==> src/hdl/axi_mem_pkg.sv <==
package axi_mem_pkg;

    // bus geometry shared by every block
    localparam int ID_WIDTH   = 4;
    localparam int ADDR_WIDTH = 32;
    localparam int DATA_WIDTH = 64;
    localparam int STRB_WIDTH = DATA_WIDTH / 8;

    // byte offset bits inside one full-width beat
    localparam int ADDR_LSB   = $clog2(STRB_WIDTH);

    // beat-granular word index width
    localparam int WORD_WIDTH = ADDR_WIDTH - ADDR_LSB;

    typedef logic [WORD_WIDTH-1:0] word_idx_t;

    // AxBURST encodings, reserved code steps like incr
    typedef enum logic [1:0] {
        BURST_FIXED = 2'b00,
        BURST_INCR  = 2'b01,
        BURST_WRAP  = 2'b10,
        BURST_RSVD  = 2'b11
    } burst_e;

    // only response this slave ever returns
    localparam logic [1:0] RESP_OKAY = 2'b00;

    // one address channel request, len is beats minus one
    typedef struct packed {
        logic [ID_WIDTH-1:0]   id;
        logic [ADDR_WIDTH-1:0] addr;
        logic [7:0]            len;
        burst_e                burst;
    } burst_cmd_t;

    // write command broadcast to all byte lanes
    typedef struct packed {
        logic [STRB_WIDTH-1:0] en;
        word_idx_t             idx;
        logic [DATA_WIDTH-1:0] data;
    } lane_wr_t;

    // read command broadcast to all byte lanes
    typedef struct packed {
        logic      en;
        word_idx_t idx;
    } lane_rd_t;

endpackage

==> src/hdl/burst_addr_gen.sv <==
module burst_addr_gen #(
    parameter int MEM_DEPTH = 256
) (
    input  logic                    S_AXI_ACLK,
    input  logic                    S_AXI_ARESETN,
    input  logic                    load,
    input  axi_mem_pkg::burst_cmd_t cmd,
    input  logic                    step,
    output axi_mem_pkg::word_idx_t  word_index,
    output logic                    last_beat
);

    // depth is a power of two so the modulo is a mask
    localparam axi_mem_pkg::word_idx_t DEPTH_MASK = axi_mem_pkg::word_idx_t'(MEM_DEPTH - 1);

    axi_mem_pkg::word_idx_t cur_word;
    axi_mem_pkg::word_idx_t cur_plus;
    axi_mem_pkg::word_idx_t wrap_mask;
    axi_mem_pkg::word_idx_t next_word;
    axi_mem_pkg::burst_e    burst_q;
    logic [7:0]             len_q;
    logic [7:0]             beat_cnt;
    // set once the final beat has been stepped past
    logic                   burst_done;

    assign cur_plus  = cur_word + axi_mem_pkg::word_idx_t'(1);
    // wrap block is len+1 beats, len is 2^n-1 for a legal wrap
    assign wrap_mask = axi_mem_pkg::word_idx_t'(len_q);

    always_comb
    begin
        case (burst_q)
            axi_mem_pkg::BURST_FIXED: next_word = cur_word;
            // keep the block base, roll the offset bits inside the block
            axi_mem_pkg::BURST_WRAP:  next_word = (cur_word & ~wrap_mask) | (cur_plus & wrap_mask);
            default:                  next_word = cur_plus;
        endcase
    end

    always_ff @(posedge S_AXI_ACLK)
    begin
        if (!S_AXI_ARESETN)
        begin
            burst_q    <= axi_mem_pkg::BURST_INCR;
            len_q      <= '0;
            beat_cnt   <= '0;
            burst_done <= 1'b0;
        end
        else if (load)
        begin
            burst_q    <= cmd.burst;
            len_q      <= cmd.len;
            beat_cnt   <= '0;
            burst_done <= 1'b0;
        end
        else if (step)
        begin
            beat_cnt   <= beat_cnt + 8'd1;
            burst_done <= last_beat;
        end
    end

    // start address drops its byte offset, beats are full width
    always_ff @(posedge S_AXI_ACLK)
    begin
        if (load)
        begin
            cur_word <= cmd.addr[axi_mem_pkg::ADDR_WIDTH-1:axi_mem_pkg::ADDR_LSB];
        end
        else if (step)
        begin
            cur_word <= next_word;
        end
    end

    assign word_index = cur_word & DEPTH_MASK;
    assign last_beat  = (beat_cnt == len_q);

    // wrap bursts must cover 2, 4, 8 or 16 beats
    wrap_len_legal: assert property (
        @(posedge S_AXI_ACLK) disable iff (!S_AXI_ARESETN)
        (load && cmd.burst == axi_mem_pkg::BURST_WRAP) |-> (cmd.len inside {8'd1, 8'd3, 8'd7, 8'd15})
    );

    // the owning channel stops stepping after the final beat until the next load
    no_step_after_last: assert property (
        @(posedge S_AXI_ACLK) disable iff (!S_AXI_ARESETN)
        step |-> !burst_done
    );

endmodule

==> src/hdl/axi_write_channel.sv <==
module axi_write_channel #(
    parameter int MEM_DEPTH = 256
) (
    input  logic                                S_AXI_ACLK,
    input  logic                                S_AXI_ARESETN,
    input  logic                                aw_valid,
    input  axi_mem_pkg::burst_cmd_t             aw_cmd,
    input  logic                                w_valid,
    input  logic [axi_mem_pkg::DATA_WIDTH-1:0]  w_data,
    input  logic [axi_mem_pkg::STRB_WIDTH-1:0]  w_strb,
    input  logic                                w_last,
    input  logic                                b_ready,
    input  logic                                rd_busy,
    output logic                                aw_ready,
    output logic                                w_ready,
    output logic                                b_valid,
    output logic [axi_mem_pkg::ID_WIDTH-1:0]    b_id,
    output logic [1:0]                          b_resp,
    output logic                                wr_busy,
    output axi_mem_pkg::lane_wr_t               lane_wr
);

    // one state per phase, handshake outputs decode straight from it
    typedef enum logic [1:0] {
        WR_IDLE,
        WR_ADDR,
        WR_DATA,
        WR_RESP
    } wr_state_e;

    wr_state_e              state;
    logic                   aw_hs;
    logic                   w_hs;
    axi_mem_pkg::word_idx_t word_index;
    logic                   last_beat;

    assign aw_ready = (state == WR_ADDR);
    assign w_ready  = (state == WR_DATA);
    assign b_valid  = (state == WR_RESP);
    assign b_resp   = axi_mem_pkg::RESP_OKAY;

    assign aw_hs = aw_valid && aw_ready;
    assign w_hs  = w_valid && w_ready;

    // a pending aw already blocks the read grant, this gives write priority
    assign wr_busy = (state != WR_IDLE) || aw_valid;

    always_ff @(posedge S_AXI_ACLK)
    begin
        if (!S_AXI_ARESETN)
        begin
            state <= WR_IDLE;
        end
        else
        begin
            case (state)
                WR_IDLE:
                begin
                    // wait for the read side to drain first
                    if (aw_valid && !rd_busy)
                    begin
                        state <= WR_ADDR;
                    end
                end
                WR_ADDR:
                begin
                    if (aw_hs)
                    begin
                        state <= WR_DATA;
                    end
                end
                WR_DATA:
                begin
                    if (w_hs && w_last)
                    begin
                        state <= WR_RESP;
                    end
                end
                default:
                begin
                    if (b_ready)
                    begin
                        state <= WR_IDLE;
                    end
                end
            endcase
        end
    end

    // echo the request id on B
    always_ff @(posedge S_AXI_ACLK)
    begin
        if (aw_hs)
        begin
            b_id <= aw_cmd.id;
        end
    end

    burst_addr_gen #(
        .MEM_DEPTH (MEM_DEPTH)
    ) u_addr_gen (
        .S_AXI_ACLK    (S_AXI_ACLK),
        .S_AXI_ARESETN (S_AXI_ARESETN),
        .load          (aw_hs),
        .cmd           (aw_cmd),
        .step          (w_hs),
        .word_index    (word_index),
        .last_beat     (last_beat)
    );

    // strobes become the per-lane write enables on an accepted beat only
    always_comb
    begin
        lane_wr.en   = w_hs ? w_strb : '0;
        lane_wr.idx  = word_index;
        lane_wr.data = w_data;
    end

    // master's wlast must agree with the beat count from the aw len
    wlast_on_final_beat: assert property (
        @(posedge S_AXI_ACLK) disable iff (!S_AXI_ARESETN)
        w_hs |-> (w_last == last_beat)
    );

endmodule

==> config.mk <==
export PLATFORM = sky130hd
export DESIGN_NAME = axi_write_channel
export DESIGN_NICKNAME = d
export VERILOG_FILES = /design/src/hdl/axi_mem_pkg.sv /design/src/hdl/burst_addr_gen.sv /design/src/hdl/axi_write_channel.sv
export SDC_FILE = /design/constraint.sdc
export NUM_CORES = 1
export LEC_CHECK = 0
export BUFFER_PORTS_ARGS = -buffer_cell sky130_fd_sc_hd__buf_4
export CORE_ASPECT_RATIO = 0.5
export CORE_UTILIZATION = 37
export CTS_BUF_LIST = sky130_fd_sc_hd__clkbuf_2
export CTS_CLUSTER_DIAMETER = 200
export DETAILED_ROUTE_END_ITERATION = 16
export PLACE_DENSITY_LB_ADDON = 0.1
export SYNTH_ARGS = -nofsm -noshare
export SYNTH_HDL_FRONTEND = slang
export SYNTH_HIERARCHICAL = 1
export SYNTH_SLANG_ARGS = --single-unit
==> constraint.sdc <==
create_clock -name S_AXI_ACLK -period 2.4 [get_ports S_AXI_ACLK]
set_clock_uncertainty 0.1 [all_clocks]
set_input_delay 0.36 -clock S_AXI_ACLK [delete_from_list [all_inputs] [get_ports S_AXI_ACLK]]
set_output_delay 0.36 -clock S_AXI_ACLK [all_outputs]
set_load 0.02 [all_outputs]
==> run metrics <==
DRT Wirelength=approximately 4600 um; Routed Antenna Nets=0; Ports=around 240; CTS max path bufs=2; Final Hold Fails=0; fraction of layout cells with a size suffix above 1=34.86%; fin crit share=86.17%; Critical Path Max Stage Delay=approximately 460 ps; Post-route DRC=0; Static Leak=about 0.90 nW; leading cell type in the layout, fill and taps excluded=buf_4; DR vias=~1,300; Initial Util=39.06%; Reg clk slew, reported paths=between 200 and 250 ps; critical path type=register to primary output; HP Class=input port to register; port bufs=60; Clk network pwr share=between 15 and 20%; crit path max fanout=12; Layout area overhead=1.850%; Cell Area, Placed=around 1900 um^2; maximum VDD drop=about 0.00036 V; Crit-path slowest cell=dfxtp_1; crit path DAT=roughly 1600 ps; Gate power share=a little under half; Syn Area/Cell=between 8 and 9 um^2; Sw Share=a little under two fifths; vias in the first global route=1,080; dpl hpwl=between 3000 and 4000 um; 1st-iter DRT viols=45; cell repeated most along the worst path=buf_4; Pwr Density=approximately 810 nW/um^2; Finish-stage setup viols=0; Mapped Cells=220; Top delay family on crit path=flip-flops; fin crit period=~2100 ps; gpl congestion=approximately 0.73; commonest cells after routing, fill and taps aside=62 x buf_4, 23 x conb_1, 16 x nand2_1; cts hold-fix bufs=0; worst skew pair latency=between 300 and 400 ps; Die ar.=roughly 5600 um^2; internal power=approximately 0.0010 W; crit path buf inv count=3; # fillers=approximately 560; Total GRT Usage=between 10% and 20%; CTS sink count=24; die width=about 100 um; CP Capture Type=primary output; Rows=18; setup total negative slack=0 ps; GRT Residual Overflow=0; Avg WL per Cell=roughly 16 um; max_cap viols=0; DR vias/cell=roughly 4.4; worst path required time=around 1900 ps; total CTS buffers=3; Die Span Y=about 53 um; CTS-repair resized insts=0; H-tree Lvls=1; synthesized cell area=1962 um^2; Post-CTS Setup Repair Bufs=0; max-slew violation count=0; pin count of the biggest net entering global routing=25; Seq pwr share=between 30% and 40%; Final Instance Area=between 1500 and 2000 um^2; RSZ-0062 raised after global routing=false; DRT Pass-1 Iters=4; Core Area=about 5000 um^2; yosys warns=6; outcome=complete, no violations; antenna violations before repair=0; first-pass GRT wire length=between 6000 and 7000 um; Fmax=roughly 480 MHz; worst path cell trace=inv_1, ha_1, buf_4, and3_2, buf_4; CTS tree=yes; Layout Nets=350; ANT cells=0; Root Buffer=clkbuf_2; P_sw=0.0006046 W; crit path launch type=register
## metal layers
metal	global-route usage, %	wire length (um)	share of wire, %	up-vias
met5	1.020	0	0	-
met4	3.991	45	0.98	0
met3	9.113	719	16	6
met2	26.27	2298	50	94
met1	15.32	1530	33	553
li1	-	-	-	607
## worst register-to-register path, cell delays in order, from the launching register on
cell,delay [ps]
dfxtp_1,450
inv_1,80
ha_1,220
and2_1,170
inv_2,120
nand2b_1,200
o22ai_1,210
a21oi_1,60
## worst paths after layout
| check | from | end | slack (ps) | cells after the start |
|---|---|---|---|---|
| worst max-delay path | state[0] | lane_wr[96] | 330 | 5 |
| worst min-delay path | aw_cmd[0] | u_addr_gen/burst_q[0] | 130 | 3 |
| worst max register to register | state[1] | register | 600 | 7 |
| worst min register to register | u_addr_gen/burst_q[0] | u_addr_gen/burst_q[0] | 420 | 2 |
## power by group through the flow
stage / logic [W] / clock network, W / registers, W
CTS: 0.000735 / 0.000284 / 0.000616
floorplan: 0.000640 / 0 / 0.000656
finish: 0.000735 / 0.000271 / 0.000614
global placement: 0.000730 / 0 / 0.000623
global route: 0.000810 / 0.000313 / 0.000630
detailed placement: 0.000733 / 0 / 0.000626
## per-stage QoR
| step | utilization, % | hold slack [ps] | power, W | instances | worst slack, ps |
|---|---|---|---|---|---|
| after floorplan | - | 349.9 | 0.001296 | 241 | 433.5 |
| after CTS | 38.99 | 36.46 | 0.001635 | 284 | 277.8 |
| final | 39.79 | 127.3 | 0.001620 | 288 | 332.0 |
| after global routing | 39.79 | 55.83 | 0.001753 | 288 | 168.0 |
| after detailed placement | 38.09 | 373.0 | 0.001359 | 280 | 592.0 |
| after global placement | 38.09 | 367.8 | 0.001353 | 280 | 594.9 |
## area by class of cell
| class | instances | area, um^2 | area share (%) |
|---|---|---|---|
| Inverter | 4 | 15.01 | 0.7514 |
| Tap cell | 70 | 87.58 | 4.383 |
| Sequential cell | 24 | 600.6 | 30.06 |
| Multi-Input combinational cell | 120 | 744.5 | 37.26 |
| Timing Repair Buffer | 66 | 505.5 | 25.30 |
| Clock buffer | 3 | 15.01 | 0.7514 |
| Clock inverter | 1 | 30.03 | 1.503 |
Power figures use the tool's default switching activity.
