## config.mk

```make
export PLATFORM = sky130hd
export DESIGN_NAME = axi_read_channel
export DESIGN_NICKNAME = d
export VERILOG_FILES = /design/src/hdl/axi_mem_pkg.sv /design/src/hdl/burst_addr_gen.sv /design/src/hdl/axi_read_channel.sv
export SDC_FILE = /design/constraint.sdc
export NUM_CORES = 1
export LEC_CHECK = 0
export BUFFER_PORTS_ARGS = -buffer_cell sky130_fd_sc_hd__buf_2
export CAP_MARGIN = 30
export CORE_AREA = 2 2 85 87
export CTS_CLUSTER_DIAMETER = 150
export CTS_CLUSTER_SIZE = 12
export DETAILED_ROUTE_END_ITERATION = 10
export DIE_AREA = 0 0 87 89
export PLACE_DENSITY = 0.82
export SLEW_MARGIN = 20
export SYNTH_ARGS = -nofsm -noshare
export SYNTH_HDL_FRONTEND = slang
export SYNTH_SLANG_ARGS = --single-unit
```

## constraint.sdc

```tcl
create_clock -name S_AXI_ACLK -period 1.95 [get_ports S_AXI_ACLK]
set_input_delay 0.0975 -clock S_AXI_ACLK [delete_from_list [all_inputs] [get_ports S_AXI_ACLK]]
set_output_delay 0.0975 -clock S_AXI_ACLK [all_outputs]
set_load 0.05 [all_outputs]
```

## src/hdl/axi_mem_pkg.sv

```systemverilog
package axi_mem_pkg;

    // bus geometry shared by every block
    localparam int ID_WIDTH   = 4;
    localparam int ADDR_WIDTH = 32;
    localparam int DATA_WIDTH = 64;
    localparam int STRB_WIDTH = DATA_WIDTH / 8;

    // byte offset bits inside one full-width beat
    localparam int ADDR_LSB   = $clog2(STRB_WIDTH);

    // beat-granular word index width
    localparam int WORD_WIDTH = ADDR_WIDTH - ADDR_LSB;

    typedef logic [WORD_WIDTH-1:0] word_idx_t;

    // AxBURST encodings, reserved code steps like incr
    typedef enum logic [1:0] {
        BURST_FIXED = 2'b00,
        BURST_INCR  = 2'b01,
        BURST_WRAP  = 2'b10,
        BURST_RSVD  = 2'b11
    } burst_e;

    // only response this slave ever returns
    localparam logic [1:0] RESP_OKAY = 2'b00;

    // one address channel request, len is beats minus one
    typedef struct packed {
        logic [ID_WIDTH-1:0]   id;
        logic [ADDR_WIDTH-1:0] addr;
        logic [7:0]            len;
        burst_e                burst;
    } burst_cmd_t;

    // write command broadcast to all byte lanes
    typedef struct packed {
        logic [STRB_WIDTH-1:0] en;
        word_idx_t             idx;
        logic [DATA_WIDTH-1:0] data;
    } lane_wr_t;

    // read command broadcast to all byte lanes
    typedef struct packed {
        logic      en;
        word_idx_t idx;
    } lane_rd_t;

endpackage

```

## src/hdl/burst_addr_gen.sv

```systemverilog
module burst_addr_gen #(
    parameter int MEM_DEPTH = 256
) (
    input  logic                    S_AXI_ACLK,
    input  logic                    S_AXI_ARESETN,
    input  logic                    load,
    input  axi_mem_pkg::burst_cmd_t cmd,
    input  logic                    step,
    output axi_mem_pkg::word_idx_t  word_index,
    output logic                    last_beat
);

    // depth is a power of two so the modulo is a mask
    localparam axi_mem_pkg::word_idx_t DEPTH_MASK = axi_mem_pkg::word_idx_t'(MEM_DEPTH - 1);

    axi_mem_pkg::word_idx_t cur_word;
    axi_mem_pkg::word_idx_t cur_plus;
    axi_mem_pkg::word_idx_t wrap_mask;
    axi_mem_pkg::word_idx_t next_word;
    axi_mem_pkg::burst_e    burst_q;
    logic [7:0]             len_q;
    logic [7:0]             beat_cnt;
    // set once the final beat has been stepped past
    logic                   burst_done;

    assign cur_plus  = cur_word + axi_mem_pkg::word_idx_t'(1);
    // wrap block is len+1 beats, len is 2^n-1 for a legal wrap
    assign wrap_mask = axi_mem_pkg::word_idx_t'(len_q);

    always_comb
    begin
        case (burst_q)
            axi_mem_pkg::BURST_FIXED: next_word = cur_word;
            // keep the block base, roll the offset bits inside the block
            axi_mem_pkg::BURST_WRAP:  next_word = (cur_word & ~wrap_mask) | (cur_plus & wrap_mask);
            default:                  next_word = cur_plus;
        endcase
    end

    always_ff @(posedge S_AXI_ACLK)
    begin
        if (!S_AXI_ARESETN)
        begin
            burst_q    <= axi_mem_pkg::BURST_INCR;
            len_q      <= '0;
            beat_cnt   <= '0;
            burst_done <= 1'b0;
        end
        else if (load)
        begin
            burst_q    <= cmd.burst;
            len_q      <= cmd.len;
            beat_cnt   <= '0;
            burst_done <= 1'b0;
        end
        else if (step)
        begin
            beat_cnt   <= beat_cnt + 8'd1;
            burst_done <= last_beat;
        end
    end

    // start address drops its byte offset, beats are full width
    always_ff @(posedge S_AXI_ACLK)
    begin
        if (load)
        begin
            cur_word <= cmd.addr[axi_mem_pkg::ADDR_WIDTH-1:axi_mem_pkg::ADDR_LSB];
        end
        else if (step)
        begin
            cur_word <= next_word;
        end
    end

    assign word_index = cur_word & DEPTH_MASK;
    assign last_beat  = (beat_cnt == len_q);

    // wrap bursts must cover 2, 4, 8 or 16 beats
    wrap_len_legal: assert property (
        @(posedge S_AXI_ACLK) disable iff (!S_AXI_ARESETN)
        (load && cmd.burst == axi_mem_pkg::BURST_WRAP) |-> (cmd.len inside {8'd1, 8'd3, 8'd7, 8'd15})
    );

    // the owning channel stops stepping after the final beat until the next load
    no_step_after_last: assert property (
        @(posedge S_AXI_ACLK) disable iff (!S_AXI_ARESETN)
        step |-> !burst_done
    );

endmodule

```

## src/hdl/axi_read_channel.sv

```systemverilog
module axi_read_channel #(
    parameter int MEM_DEPTH = 256
) (
    input  logic                                S_AXI_ACLK,
    input  logic                                S_AXI_ARESETN,
    input  logic                                ar_valid,
    input  axi_mem_pkg::burst_cmd_t             ar_cmd,
    input  logic                                r_ready,
    input  logic                                wr_busy,
    input  logic [axi_mem_pkg::DATA_WIDTH-1:0]  lane_data,
    output logic                                ar_ready,
    output logic                                r_valid,
    output logic [axi_mem_pkg::ID_WIDTH-1:0]    r_id,
    output logic [axi_mem_pkg::DATA_WIDTH-1:0]  r_data,
    output logic [1:0]                          r_resp,
    output logic                                r_last,
    output logic                                rd_busy,
    output axi_mem_pkg::lane_rd_t               lane_rd
);

    // fetch issues the lane read, data presents the registered word
    typedef enum logic [1:0] {
        RD_IDLE,
        RD_ADDR,
        RD_FETCH,
        RD_DATA
    } rd_state_e;

    rd_state_e              state;
    logic                   ar_hs;
    logic                   r_hs;
    axi_mem_pkg::word_idx_t word_index;
    logic                   last_beat;

    assign ar_ready = (state == RD_ADDR);
    assign r_valid  = (state == RD_DATA);
    assign r_resp   = axi_mem_pkg::RESP_OKAY;
    assign rd_busy  = (state != RD_IDLE);

    assign ar_hs = ar_valid && ar_ready;
    assign r_hs  = r_valid && r_ready;

    always_ff @(posedge S_AXI_ACLK)
    begin
        if (!S_AXI_ARESETN)
        begin
            state <= RD_IDLE;
        end
        else
        begin
            case (state)
                RD_IDLE:
                begin
                    // wr_busy also covers an aw arriving this very cycle
                    if (ar_valid && !wr_busy)
                    begin
                        state <= RD_ADDR;
                    end
                end
                RD_ADDR:
                begin
                    if (ar_hs)
                    begin
                        state <= RD_FETCH;
                    end
                end
                RD_FETCH:
                begin
                    state <= RD_DATA;
                end
                default:
                begin
                    if (r_hs)
                    begin
                        // one bubble cycle for the next lane read
                        state <= last_beat ? RD_IDLE : RD_FETCH;
                    end
                end
            endcase
        end
    end

    // echo the request id on R
    always_ff @(posedge S_AXI_ACLK)
    begin
        if (ar_hs)
        begin
            r_id <= ar_cmd.id;
        end
    end

    // address advances on the R handshake, ready for the next fetch
    burst_addr_gen #(
        .MEM_DEPTH (MEM_DEPTH)
    ) u_addr_gen (
        .S_AXI_ACLK    (S_AXI_ACLK),
        .S_AXI_ARESETN (S_AXI_ARESETN),
        .load          (ar_hs),
        .cmd           (ar_cmd),
        .step          (r_hs),
        .word_index    (word_index),
        .last_beat     (last_beat)
    );

    always_comb
    begin
        lane_rd.en  = (state == RD_FETCH);
        lane_rd.idx = word_index;
    end

    // lanes hold their output register between reads, so data is steady
    assign r_data = r_valid ? lane_data : '0;
    assign r_last = r_valid && last_beat;

    // a stalled beat keeps its data until taken, across the lane registers
    r_hold_under_stall: assert property (
        @(posedge S_AXI_ACLK) disable iff (!S_AXI_ARESETN)
        (r_valid && !r_ready) |=> (r_valid && $stable(r_data))
    );

endmodule

```

==> results by group <==
Timing
  • Fin Setup TNS: 0 ns
  • Final Hold Viols: 0
  • Unrepaired setup endpoints after global routing: no
  • Fin Hold WS: 0.0244 ns
  • Slew HR: 45.3%
  • Min setup slack post-route: 0.133 ns
  • Peak Freq: about 0.55 GHz
  • Max Slew Vio Count: 0
  • Skew final: 0.00483 ns
  • Period utilization: 93.2%
  • Final min period: 1.82 ns
  • Worst-margin pin slew: slightly above 0.8 ns
  • Final setup fails: 0

Floorplan
  • Die H: 89 um
  • Row count: 30
  • IO Count: 219
  • Die Wd: roughly 87 um
  • Initial core utilization: between 30 and 40%
  • CORE AREA: roughly 6700 um2
  • Die Area: 7740 um2

Critical path
  • R2R setup slack: 0.17 ns
  • Crit path required time: 1.85 ns
  • Startpoint type of the worst setup path: register
  • Setup CP Type: reg2out
  • Critical Path AT: 1.72 ns
  • Setup crit end kind: output port
  • Crit path max fanout: 65
  • Worst r2r src: state[0]
  • Worst setup path end: r_data[35]
  • Crit. Startpoint: state[0]
  • Worst-case reg-to-reg path depth: 4

GRT
  • Antenna violations before repair: 0
  • First-pass GRT wire length: 9.15 mm
  • Via count of the first global-routing pass: 1,998
  • Gr usage total: 15.0%
  • Largest net degree at the start of global routing: 66
  • GR Overflow Total: 0

Route
  • Via count: 2,309
  • Avg WL per Cell: between 10 and 15 um
  • Final wirelength: 6.40 mm
  • DRC errors left: 0
  • Antenna Nets Post-Route: 0
  • Pre-antenna DRT Iters: 4
  • Vias per cell: 4.40
  • Initial DRC count: 82

Cells and area
  • Antenna Diode Count: 0
  • Fillers: 665
  • # nets final: 566
  • Commonest non-fill, non-tap cells in the layout: 171 x buf_2, 65 x and2_1, 36 x nand2_1
  • Most common cell after layout, fill and taps aside: buf_2
  • Share of cells above drive strength 1: approximately 42%
  • Area of the multi-input gates: 1360 um2
  • Synthesis-to-finish area growth: 41.3%
  • Storage cell area: ~760 um2

Synth
  • Cells after synthesis: about 280
  • Simple-Gate Fraction of Synth Area: 33.1%
  • Synth cell types: 35
  • Yosys reg bits: 32
  • Multiplexer area fraction after synthesis: less than 1%
  • Largest family of logic cells by synthesized area: simple AND/OR/NAND/NOR gates
  • Compound-Gate Fraction of Synth Area: 9.39%
  • Ys Warns: 0
  • Synth Area in Adders: 3.82%
  • Avg Inst Size Synth: 8.33 um2
  • Mapped cell area: roughly 2300 um2
  • Xor and xnor fraction of the mapped netlist area: 8.41%
  • Post-synthesis sequential area ratio: roughly a third

Pwr
  • Max IR drop VDD: 0.301 mV
  • Net Switching: 0.639 mW
  • Int Pwr: 1.15 mW
  • Power share of the clock group: 27.5%
  • Flop pwr share: 42.6%
  • Switching Fraction: a little over a third
  • Combinational group share of total power: between 20% and 30%
  • Leak Pwr: 1.73 nW
  • Power density over cell area: about 550 nW/um2

CTS
  • CTS buffer count: 5
  • H-tree Lvls: 2
  • Root Driver: clkbuf_8
  • Reg clk slew, reported paths: about 0.06 ns
  • Clock Latency Late Sink: around 0.28 ns
  • Clock tree buffer depth: 2
  • TritonCTS clock tree: yes
  • Clock sinks: 32

Placed design
  • Setup WS pre-CTS: roughly 0.15 ns
  • Hpwl dp: 5.24 mm
  • PortBufs: roughly 170
  • Placer Congestion: between 0.8 and 0.9

Flow run
  • Max_cap viols: 0

Min path
  • HP Class: in2reg

Run status
  • Status: finished, final reports clean
## metal layers
metal	vias up	global-route usage [%]	routed length, um
li1	1181	-	-
met2	98	26.8	3430
met5	-	0	0
met1	1025	17.5	2470
met4	0	5.11	76
met3	5	3.97	426
## logic make-up (layout without fill, tap and decap cells)
family | count (synthesis) | after routing
simple gates | 142 | 142
flops | 32 | 32
compound gates | 28 | 28
buf+inv | 41 | 189
other cells | 1 | 23
xor+xnor | 22 | 22
fa+ha+maj | 7 | 7
mux | 2 | 2
## power groups by stage
stage	clock network, mW	logic [mW]	registers, mW
6_report	0.492	0.537	0.764
3_5_place_dp	0	0.531	0.779
3_3_place_gp	0	0.524	0.777
2_1_floorplan	0	0.373	0.823
4_1_cts	0.505	0.539	0.764
5_1_grt	0.533	0.579	0.768
## cell usage after synthesis, drive strengths merged
cell type   n  area, um2
a21boi      9       67.6
a21oi       2       13.8
and2       66        414
and3        2       12.5
and4        1       10.0
buf        28        203
clkbuf      9       35.0
conb        1       3.75
dfxtp      20        400
edfxtp     12        360
ha          7       87.6
inv         4       15.0
mux2i       2       20.0
nand2      36        135
nand2b      1       6.26
nand3       4       25.0
nand3b      1       7.51
nand4       6       37.5
nand4b      1       8.76
nor2       21       78.8
nor2b       2       12.5
nor3        1       10.0
o21ai       9       48.8
o221ai      1       8.76
o31ai       7       76.3
xnor2      13        114
xor2        9       78.8
## worst min-delay path by stage
stage	start	endpoint	slack, ns	depth (start not counted)
6_report	ar_cmd[0]	u_addr_gen.burst_q[0]	0.02	3
2_1_floorplan	ar_cmd[42]	r_id[0]	0.20	0
3_3_place_gp	ar_cmd[42]	r_id[0]	0.28	1
4_1_cts	ar_cmd[0]	u_addr_gen.burst_q[0]	0.02	3
5_1_grt	ar_cmd[0]	u_addr_gen.burst_q[0]	0.05	3
3_5_place_dp	ar_cmd[43]	r_id[1]	0.28	1
## critical path, cell delays in order, from the launching register on
cell     delay [ns]
dfxtp_1        0.41
ha_2           0.28
buf_8          0.26
and2_1         0.19
buf_2          0.27
## stage by stage
stage          std cells  util, %  power [mW]  cell area, um2
2_1_floorplan        297        -        1.20            2380
3_3_place_gp         513     46.3        1.30            3110
3_5_place_dp         513     46.3        1.31            3110
4_1_cts              525     48.1        1.81            3230
5_1_grt              525     48.2        1.88            3240
6_report             525     48.2        1.79            3240
## final cells by class
cell class | instances | area share, %
Clock buffer | 7 | 2.36
Clock inverter | 1 | 0.155
Inverter | 4 | 0.464
Multi-Input combinational cell | 224 | 42.1
Sequential cell | 32 | 23.5
Tap cell | 80 | 3.09
Timing Repair Buffer | 177 | 28.4
## timing repair
| action | in CTS | in global routing |
|---|---|---|
| endpoints found under the hold margin | 4 | 0 |
| setup endpoints to repair | 3 | 4 |
| hold buffers | 4 | 0 |
| buffers inserted | 0 | 0 |
| gates resized for setup | 1 | 2 |
Note: power is estimated with default switching activity, not from simulation.
